$ cat config.mk
export PLATFORM = sky130hd
export DESIGN_NAME = ooo_dispatch_top
export DESIGN_NICKNAME = d
export VERILOG_FILES = /design/src/design/ooo_pkg.sv /design/src/design/arch_regfile.sv /design/src/design/dispatcher.sv /design/src/design/map_table.sv /design/src/design/ooo_dispatch_top.sv /design/src/design/reorder_buffer.sv
export VERILOG_INCLUDE_DIRS = /design/src /design/src/include
export SDC_FILE = /design/constraint.sdc
export NUM_CORES = 2
export LEC_CHECK = 0
export BUFFER_PORTS_ARGS = -buffer_cell sky130_fd_sc_hd__buf_2
export CAP_MARGIN = 30
export CORE_MARGIN = 1.5
export CORE_UTILIZATION = 35
export DETAILED_ROUTE_END_ITERATION = 10
export GPL_TIMING_DRIVEN = 0
export SLEW_MARGIN = 10
export SYNTH_ARGS = -nofsm -noshare
export SYNTH_HDL_FRONTEND = slang
export SYNTH_SLANG_ARGS = --single-unit
$ cat constraint.sdc
create_clock -name clk -period 5.6 [get_ports clk]
set_input_delay 1.12 -clock clk [delete_from_list [all_inputs] [get_ports clk]]
set_output_delay 1.12 -clock clk [all_outputs]
set_load 0.01 [all_outputs]
$ cat src/include/ooo_config.svh
`ifndef OOO_CONFIG_SVH
`define OOO_CONFIG_SVH

// datapath width
`define OOO_XLEN 32

// architectural register file
`define OOO_REG_NUM 32
`define OOO_REG_ADDR_LEN 5

// reorder buffer, tag width is log2 of depth
`define OOO_ROB_SIZE 8
`define OOO_ROB_TAG_LEN 3

// one station per fu class
`define OOO_RS_NUM 4

`endif

$ cat src/design/ooo_pkg.sv
`default_nettype none

`include "ooo_config.svh"

package ooo_pkg;

    // index also picks the reservation station
    typedef enum logic [1:0] {FU_ALU, FU_MUL, FU_BRANCH, FU_MEM} fu_class_e;

    typedef logic [`OOO_ROB_TAG_LEN-1:0] rob_tag_t;

    typedef struct packed {
        logic [`OOO_XLEN-1:0]         pc;
        fu_class_e                    fu;
        logic [3:0]                   func;
        logic [`OOO_XLEN-1:0]         imm;
        logic [`OOO_REG_ADDR_LEN-1:0] rd;
        logic [`OOO_REG_ADDR_LEN-1:0] rs1;
        logic [`OOO_REG_ADDR_LEN-1:0] rs2;
        logic                         writes_rd;
    } decoded_pack_t;

    // value when ready, producer tag while waiting
    typedef union packed {
        logic [`OOO_XLEN-1:0] value;
        struct packed {
            logic [`OOO_XLEN-`OOO_ROB_TAG_LEN-1:0] pad; // kept zero
            rob_tag_t                              tag;
        } pending;
    } operand_u;

    typedef struct packed {
        logic     ready;
        operand_u data;
    } operand_t;

    typedef struct packed {
        logic [`OOO_XLEN-1:0] pc;
        fu_class_e            fu;
        logic [3:0]           func;
        logic [`OOO_XLEN-1:0] imm;
        rob_tag_t             dest_tag;
        operand_t             src1;
        operand_t             src2;
    } rs_entry_t;

    typedef struct packed {
        logic                 valid;
        rob_tag_t             tag;
        logic [`OOO_XLEN-1:0] value;
    } cdb_t;

    typedef struct packed {
        logic                         valid;
        rob_tag_t                     tag;
        logic [`OOO_REG_ADDR_LEN-1:0] rd;
        logic                         writes_rd;
        logic [`OOO_XLEN-1:0]         value;
    } commit_t;

    typedef struct packed {
        logic                         valid;
        logic [`OOO_REG_ADDR_LEN-1:0] rd;
        logic                         writes_rd;
    } rob_alloc_t;

    typedef struct packed {
        logic                 done;
        logic [`OOO_XLEN-1:0] value;
    } rob_read_t;

    typedef struct packed {
        logic     busy; // a rob entry still owns the register
        rob_tag_t tag;
    } map_entry_t;

endpackage

`default_nettype wire

$ cat src/design/arch_regfile.sv
`default_nettype none
`timescale 1ns/1ps

`include "ooo_config.svh"

module arch_regfile (
    input  logic                         clk,
    input  logic                         reset,
    input  logic [`OOO_REG_ADDR_LEN-1:0] read_addr1,
    input  logic [`OOO_REG_ADDR_LEN-1:0] read_addr2,
    output logic [`OOO_XLEN-1:0]         read_data1,
    output logic [`OOO_XLEN-1:0]         read_data2,
    input  ooo_pkg::commit_t             commit
);

    logic [`OOO_XLEN-1:0] regs [`OOO_REG_NUM];

    // x0 forced to zero on read as well as never written
    assign read_data1 = (read_addr1 == '0) ? '0 : regs[read_addr1];
    assign read_data2 = (read_addr2 == '0) ? '0 : regs[read_addr2];

    always_ff @(posedge clk) begin
        if (reset) begin
            for (int i = 0; i < `OOO_REG_NUM; i++) begin
                regs[i] <= '0;
            end
        end else if (commit.valid && commit.writes_rd && commit.rd != '0) begin
            regs[commit.rd] <= commit.value; // in-order retirement write
        end
    end

endmodule

`default_nettype wire

$ cat src/design/dispatcher.sv
`default_nettype none
`timescale 1ns/1ps

`include "ooo_config.svh"

module dispatcher (
    input  logic                         clk,
    input  logic                         reset,
    input  ooo_pkg::decoded_pack_t       decoded,
    input  logic                         decoded_valid,
    input  logic [`OOO_RS_NUM-1:0]       rs_full,
    output logic                         stall,
    output logic [`OOO_RS_NUM-1:0]       rs_load,
    output ooo_pkg::rs_entry_t           rs_entry,
    output logic [`OOO_REG_ADDR_LEN-1:0] reg_addr1,
    output logic [`OOO_REG_ADDR_LEN-1:0] reg_addr2,
    input  logic [`OOO_XLEN-1:0]         reg_data1,
    input  logic [`OOO_XLEN-1:0]         reg_data2,
    output ooo_pkg::rob_alloc_t          rob_alloc,
    input  ooo_pkg::rob_tag_t            alloc_tag,
    input  logic                         rob_full,
    output ooo_pkg::rob_tag_t            query_tag1,
    output ooo_pkg::rob_tag_t            query_tag2,
    input  ooo_pkg::rob_read_t           query1,
    input  ooo_pkg::rob_read_t           query2,
    input  ooo_pkg::cdb_t                cdb,
    input  ooo_pkg::commit_t             commit
);

    logic                    accept;
    logic                    rename_valid;
    ooo_pkg::map_entry_t     lookup1;
    ooo_pkg::map_entry_t     lookup2;
    ooo_pkg::rs_entry_t      next_entry;
    logic [`OOO_RS_NUM-1:0]  next_load;

    // regfile, then finished rob entry, then cdb bypass, else wait on tag
    function automatic ooo_pkg::operand_t build_operand(
        input logic [`OOO_REG_ADDR_LEN-1:0] src,
        input ooo_pkg::map_entry_t          ent,
        input ooo_pkg::rob_read_t           rob,
        input logic [`OOO_XLEN-1:0]         reg_val,
        input ooo_pkg::cdb_t                bus
    );
        ooo_pkg::operand_t op;
        op = '0;
        if (src == '0 || !ent.busy) begin
            op.ready      = 1'b1;
            op.data.value = reg_val;
        end else if (rob.done) begin
            op.ready      = 1'b1;
            op.data.value = rob.value;
        end else if (bus.valid && bus.tag == ent.tag) begin
            op.ready      = 1'b1;
            op.data.value = bus.value;
        end else begin
            op.data.pending.tag = ent.tag; // pad left at zero
        end
        return op;
    endfunction

    assign stall        = decoded_valid && (rs_full[decoded.fu] || rob_full);
    assign accept       = decoded_valid && !stall;
    assign rename_valid = accept && decoded.writes_rd && (decoded.rd != '0);

    assign reg_addr1  = decoded.rs1;
    assign reg_addr2  = decoded.rs2;
    assign query_tag1 = lookup1.tag;
    assign query_tag2 = lookup2.tag;

    assign rob_alloc = '{valid: accept, rd: decoded.rd, writes_rd: decoded.writes_rd};

    // lookups see the table before this instruction's own rename
    map_table map0 (
        .clk          (clk),
        .reset        (reset),
        .lookup_addr1 (decoded.rs1),
        .lookup_addr2 (decoded.rs2),
        .lookup1      (lookup1),
        .lookup2      (lookup2),
        .rename_valid (rename_valid),
        .rename_addr  (decoded.rd),
        .rename_tag   (alloc_tag),
        .commit       (commit)
    );

    always_comb begin
        next_entry.pc       = decoded.pc;
        next_entry.fu       = decoded.fu;
        next_entry.func     = decoded.func;
        next_entry.imm      = decoded.imm;
        next_entry.dest_tag = alloc_tag;
        next_entry.src1     = build_operand(decoded.rs1, lookup1, query1, reg_data1, cdb);
        next_entry.src2     = build_operand(decoded.rs2, lookup2, query2, reg_data2, cdb);
        next_load           = '0;
        if (accept) begin
            next_load[decoded.fu] = 1'b1; // station picked by fu class
        end
    end

    always_ff @(posedge clk) begin
        if (reset) begin
            rs_load  <= '0;
            rs_entry <= '0;
        end else begin
            rs_load <= next_load;
            if (accept) begin
                rs_entry <= next_entry;
            end
        end
    end

endmodule

`default_nettype wire

$ cat src/design/map_table.sv
`default_nettype none
`timescale 1ns/1ps

`include "ooo_config.svh"

module map_table (
    input  logic                         clk,
    input  logic                         reset,
    input  logic [`OOO_REG_ADDR_LEN-1:0] lookup_addr1,
    input  logic [`OOO_REG_ADDR_LEN-1:0] lookup_addr2,
    output ooo_pkg::map_entry_t          lookup1,
    output ooo_pkg::map_entry_t          lookup2,
    input  logic                         rename_valid,
    input  logic [`OOO_REG_ADDR_LEN-1:0] rename_addr,
    input  ooo_pkg::rob_tag_t            rename_tag,
    input  ooo_pkg::commit_t             commit
);

    ooo_pkg::map_entry_t map [`OOO_REG_NUM];
    logic                clear_hit;

    // only clear when the retiring entry is still the newest producer
    assign clear_hit = commit.valid && commit.writes_rd
                       && map[commit.rd].busy && (map[commit.rd].tag == commit.tag);

    assign lookup1 = map[lookup_addr1];
    assign lookup2 = map[lookup_addr2];

    always_ff @(posedge clk) begin
        if (reset) begin
            for (int i = 0; i < `OOO_REG_NUM; i++) begin
                map[i] <= '0;
            end
        end else begin
            if (clear_hit) begin
                map[commit.rd].busy <= 1'b0;
            end
            // later assignment, so a same-cycle rename beats the clear
            if (rename_valid) begin
                map[rename_addr].busy <= 1'b1;
                map[rename_addr].tag  <= rename_tag;
            end
        end
    end

endmodule

`default_nettype wire

$ cat src/design/ooo_dispatch_top.sv
`default_nettype none
`timescale 1ns/1ps

`include "ooo_config.svh"

module ooo_dispatch_top (
    input  logic                   clk,
    input  logic                   reset,
    input  ooo_pkg::decoded_pack_t decoded,
    input  logic                   decoded_valid,
    output logic                   stall,
    input  logic [`OOO_RS_NUM-1:0] rs_full,
    output logic [`OOO_RS_NUM-1:0] rs_load,
    output ooo_pkg::rs_entry_t     rs_entry,
    input  ooo_pkg::cdb_t          cdb,
    output ooo_pkg::commit_t       commit
);

    ooo_pkg::rob_alloc_t          rob_alloc;
    ooo_pkg::rob_tag_t            alloc_tag;
    logic                         rob_full;
    ooo_pkg::rob_tag_t            query_tag1;
    ooo_pkg::rob_tag_t            query_tag2;
    ooo_pkg::rob_read_t           query1;
    ooo_pkg::rob_read_t           query2;
    logic [`OOO_REG_ADDR_LEN-1:0] reg_addr1;
    logic [`OOO_REG_ADDR_LEN-1:0] reg_addr2;
    logic [`OOO_XLEN-1:0]         reg_data1;
    logic [`OOO_XLEN-1:0]         reg_data2;

    dispatcher disp0 (
        .clk           (clk),
        .reset         (reset),
        .decoded       (decoded),
        .decoded_valid (decoded_valid),
        .rs_full       (rs_full),
        .stall         (stall),
        .rs_load       (rs_load),
        .rs_entry      (rs_entry),
        .reg_addr1     (reg_addr1),
        .reg_addr2     (reg_addr2),
        .reg_data1     (reg_data1),
        .reg_data2     (reg_data2),
        .rob_alloc     (rob_alloc),
        .alloc_tag     (alloc_tag),
        .rob_full      (rob_full),
        .query_tag1    (query_tag1),
        .query_tag2    (query_tag2),
        .query1        (query1),
        .query2        (query2),
        .cdb           (cdb),
        .commit        (commit)
    );

    reorder_buffer rob0 (
        .clk        (clk),
        .reset      (reset),
        .alloc      (rob_alloc),
        .alloc_tag  (alloc_tag),
        .full       (rob_full),
        .query_tag1 (query_tag1),
        .query_tag2 (query_tag2),
        .query1     (query1),
        .query2     (query2),
        .cdb        (cdb),
        .commit     (commit)
    );

    // commit feeds the regfile here and the map table inside the dispatcher
    arch_regfile regs0 (
        .clk        (clk),
        .reset      (reset),
        .read_addr1 (reg_addr1),
        .read_addr2 (reg_addr2),
        .read_data1 (reg_data1),
        .read_data2 (reg_data2),
        .commit     (commit)
    );

endmodule

`default_nettype wire

$ cat src/design/reorder_buffer.sv
`default_nettype none
`timescale 1ns/1ps

`include "ooo_config.svh"

module reorder_buffer (
    input  logic                clk,
    input  logic                reset,
    input  ooo_pkg::rob_alloc_t alloc,
    output ooo_pkg::rob_tag_t   alloc_tag,
    output logic                full,
    input  ooo_pkg::rob_tag_t   query_tag1,
    input  ooo_pkg::rob_tag_t   query_tag2,
    output ooo_pkg::rob_read_t  query1,
    output ooo_pkg::rob_read_t  query2,
    input  ooo_pkg::cdb_t       cdb,
    output ooo_pkg::commit_t    commit
);

    typedef struct packed {
        logic                         busy;
        logic                         done; // result captured from cdb
        logic [`OOO_REG_ADDR_LEN-1:0] rd;
        logic                         writes_rd;
        logic [`OOO_XLEN-1:0]         value;
    } rob_entry_t;

    rob_entry_t                 entries [`OOO_ROB_SIZE];
    ooo_pkg::rob_tag_t          head;
    ooo_pkg::rob_tag_t          tail;
    logic [`OOO_ROB_TAG_LEN:0]  count; // one extra bit to tell full from empty
    logic                       retire;

    assign alloc_tag = tail;
    assign full      = (count == `OOO_ROB_SIZE);
    assign retire    = entries[head].busy && entries[head].done;

    // done is cleared on retire, so it implies busy
    assign query1.done  = entries[query_tag1].done;
    assign query1.value = entries[query_tag1].value;
    assign query2.done  = entries[query_tag2].done;
    assign query2.value = entries[query_tag2].value;

    always_comb begin
        commit.valid     = retire;
        commit.tag       = head;
        commit.rd        = entries[head].rd;
        commit.writes_rd = entries[head].writes_rd;
        commit.value     = entries[head].value;
    end

    always_ff @(posedge clk) begin
        if (reset) begin
            for (int i = 0; i < `OOO_ROB_SIZE; i++) begin
                entries[i] <= '0;
            end
            head  <= '0;
            tail  <= '0;
            count <= '0;
        end else begin
            // dispatcher stalls on full, so tail never lands on a live entry
            if (alloc.valid) begin
                entries[tail] <= '{busy:      1'b1,
                                   done:      1'b0,
                                   rd:        alloc.rd,
                                   writes_rd: alloc.writes_rd,
                                   value:     '0};
                tail <= tail + 1'b1; // wraps, depth is a power of two
            end
            if (cdb.valid) begin
                entries[cdb.tag].done  <= 1'b1;
                entries[cdb.tag].value <= cdb.value;
            end
            if (retire) begin
                entries[head].busy <= 1'b0;
                entries[head].done <= 1'b0;
                head               <= head + 1'b1;
            end
            count <= count + alloc.valid - retire;
        end
    end

endmodule

`default_nettype wire

==> results_dict.tcl <==
set metrics [dict create \
    fp.dieW_um 498.1 \
    clockBufferDepth 3 \
    grt_max_degree 33 \
    powerDensity_mw_per_mm2 310.8 \
    synth_area_sq_mm 0.08579 \
    clk_pin_slew_ps 60 \
    cp_cell_sequence "buf_2 -> buf_2 -> buf_4 -> buf_2 -> clkbuf_1 -> clkbuf_1 -> mux4_2 -> mux4_2 -> mux2i_1 -> nor3_1 -> a211oi_1 -> nor2_1" \
    cp.required_ps 6310 \
    seqPwrFrac 0.455 \
    portBuffers 307 \
    path_class "input port to register" \
    synthArstFlopShare 0 \
    post-route-min-period_ps 5807 \
    hold_path_class "register to register" \
    start_util 0.3524 \
    hold_violations 0 \
    crit_fanout 10 \
    dieHeight_um 498.1 \
    p_switching_mw 9.328 \
    setup.worst_path.end_class "register" \
    postRouteAntennaNets 0 \
    swShare 0.3014 \
    wire_per_inst_um 37.40 \
    synth_flop_cell "edfxtp_1" \
    p_leak_nw 35.28 \
    track_usage 0.3057 \
    area_delta_synth_final_pct 16.08 \
    fin_util 0.4090 \
    synth.distinct_cells 72 \
    layout_common_cells "edfxtp_1 (1424), nor2_1 (1150), mux4_2 (777), clkbuf_1 (439), buf_2 (436)" \
    grt_pass1_vias 62910 \
    place_congestion 1.001 \
    arrival_ps 6520 \
    min_period_over_period 1.037 \
    finalSetupViolations 51 \
    combPwrFrac 0.181 \
    outcome "complete, but fails checks" \
    clockPowerShare 0.364 \
    drtIter0Drc 11520 \
    placed_cells 10040 \
    clk_latency_ps 860 \
    via_per_inst 6.360 \
    fmax_mhz 172.2 \
    cts-htree-levels 4 \
    maxSlewViolCount 0 \
    yosysWarnings 0 \
    layout.cells.non_filler 10390 \
    crit_top_cell "buf_2" \
    layout_commonest_cell "edfxtp_1" \
    cts_tree "yes" \
    synth_area_per_cell_sq_um 13.48 \
    cts.sinks 1628 \
    drc 0 \
    finalWorstSetupSlack_ps -207.4 \
    clock_skew_ps 41.46 \
    worstSetupStartpointType "input port" \
    synth_edf_count 1424 \
    cts-root-buf "clkbuf_16" \
    cp_slowest_stage_delay_ps 870 \
    cts_buffers 172 \
    coreArea_sq_mm 0.2435 \
    num_rows 181 \
    max-vdd-ir-drop_mv 0.2723 \
    grt_first_pass_wirelength_um 519800 \
    netlist_instances 6363 \
    first_pass_iters 6 \
    maxCapViolations 0 \
    p_int_mw 21.62 \
    ctsHoldBuffers 0 \
    wirelength_um 388500 \
    synth_seq_cells 1628 \
    drive_gt1_frac 0.2651 \
    layout.nets 7156 \
    num_vias 66070 \
    violations "setup timing" \
    gr-total-overflow 0 \
    r2r_slack_ps -80 \
    antenna_found_initial 44 \
    yosysSeqAreaShare 0.5461 \
    dieArea_sq_mm 0.2481 \
    maxSlewHeadroom 0.2531 \
    worstMarginPinSlew_ps 1089 \
    ios 315 \
    place_hpwl_um 283300 \
    crit_slowest_cell "clkbuf_1" \
]
[kinds of logic (layout without fill, tap and decap cells)]
| kind of cell | Yosys count | after routing | share of synthesized area |
|---|---|---|---|
| flops | 1628 | 1628 | 0.5461 |
| mux | 1254 | 1254 | 0.2619 |
| buf+inv | 665 | 1430 | 0.03105 |
| compound gates | 612 | 612 | 0.04373 |
| other cells | 1 | 59 | 0.00004371 |
| simple gates | 2181 | 2181 | 0.1145 |
| xor+xnor | 14 | 14 | 0.001429 |
| fa+ha+maj | 8 | 8 | 0.001254 |
[state kept, by name, summed over array words and instances (netlist names), named ones only]
name	flops
regs0.regs	1024
rob0.entries	320
disp0.rs_entry	139
disp0.map0.map	128
disp0.rs_load	4
rob0.count	4
rob0.alloc_tag	3
rob0.head	3
[Yosys cell counts (5+ instances only)]
cell type | instances | share of area
edfxtp_1 | 1424 | 0.50
nor2_1 | 1156 | 0.051
mux4_2 | 777 | 0.20
clkbuf_1 | 440 | 0.019
and2_1 | 406 | 0.030
nand2_1 | 370 | 0.016
mux2i_1 | 327 | 0.038
dfxtp_1 | 204 | 0.048
a21oi_1 | 202 | 0.012
o21ai_0 | 173 | 0.010
mux2_2 | 143 | 0.019
buf_2 | 82 | 0.0048
nand3_1 | 81 | 0.0047
buf_1 | 73 | 0.0032
nor3_1 | 58 | 0.0034
inv_1 | 56 | 0.0025
a31oi_1 | 40 | 0.0029
a221oi_1 | 37 | 0.0038
o211ai_1 | 31 | 0.0027
a211oi_1 | 26 | 0.0023
a22oi_1 | 25 | 0.0022
nand4_1 | 18 | 0.0013
o221ai_1 | 18 | 0.0018
o22ai_1 | 15 | 0.0011
a211o_1 | 14 | 0.0014
a32oi_1 | 12 | 0.0012
nor2b_1 | 11 | 0.00080
nor4b_1 | 10 | 0.0010
and3_1 | 9 | 0.00066
buf_4 | 9 | 0.00079
nand3b_1 | 8 | 0.00070
or3_1 | 8 | 0.00058
xnor2_1 | 8 | 0.00082
ha_1 | 7 | 0.0010
nor4b_2 | 7 | 0.0012
a22o_1 | 6 | 0.00061
xor2_1 | 6 | 0.00061
nor4_1 | 5 | 0.00036
or2_2 | 5 | 0.00036
or3b_2 | 5 | 0.00051
[final cells by class]
cell class	count	area [sq um]
fill	22610	143900
tap	3202	4006
multi-input combinational	4104	36860
clock buffer	235	4761
buffer	598	2529
sequential	1628	46840
timing repair buffer	458	3692
antenna	24	60.06
inverter	57	215.2
clock inverter	82	613.1
[per-layer routing]
metal | wire length (um) | global-route usage | part of all wire
met4 | 32410 | 0.2094 | 0.083
met3 | 58100 | 0.1224 | 0.15
met5 | 176 | 0 | 0.00045
met2 | 166500 | 0.4487 | 0.43
met1 | 131300 | 0.3674 | 0.34
[power groups by stage]
stage | clock [mW] | sequential (mW) | combinational, mW
floorplan | 0 | 14.2 | 2.75
global placement | 0 | 14.3 | 5.07
detailed placement | 0 | 14.3 | 5.28
CTS | 11.2 | 14.1 | 5.31
global route | 11.7 | 14.1 | 5.62
finish | 11.3 | 14.1 | 5.59
[through the flow]
step | total power [mW] | TNS (ps) | hold WS [ps] | setup WS [ps] | cell area (sq um)
floorplan | 16.99 | 0 | 443.5 | 1073 | 85910
global route | 31.43 | -5.707 | 467.6 | -1.587 | 99530
global placement | 19.39 | -1722750 | 439.7 | -2519 | 91460
detailed placement | 19.61 | -308430 | 445.8 | -1365 | 93700
finish | 30.95 | -2239 | 452.5 | -207.4 | 99580
CTS | 30.62 | 0 | 454.4 | 2.093 | 99240
[repair_timing]
item | in CTS | in global routing
setup endpoints to repair | 847 | 509
resized for setup | 43 | 37
pin swaps | 0 | 1
setup buffers | 0 | 3
gates cloned | 0 | 0
[path summary, 6_finish.rpt]
path	start	to	cells past startpoint
worst min register to register	disp0.rs_entry[84]	disp0.rs_entry[84]	2
worst max register to register	register	regs0.regs[26][10]	13
worst min-delay path	disp0.rs_entry[84]	disp0.rs_entry[84]	2
worst max-delay path	decoded[7]	disp0.rs_entry[42]	12
[critical path: cells and delay by family]
kind / cells / cell delay [ps]
buffers and inverters: 6 / 2870
multiplexers: 3 / 1670
AO/OA/AOI/OAI: 1 / 590
AND/OR/NAND/NOR: 2 / 210
(Power assumes the default switching activity.)
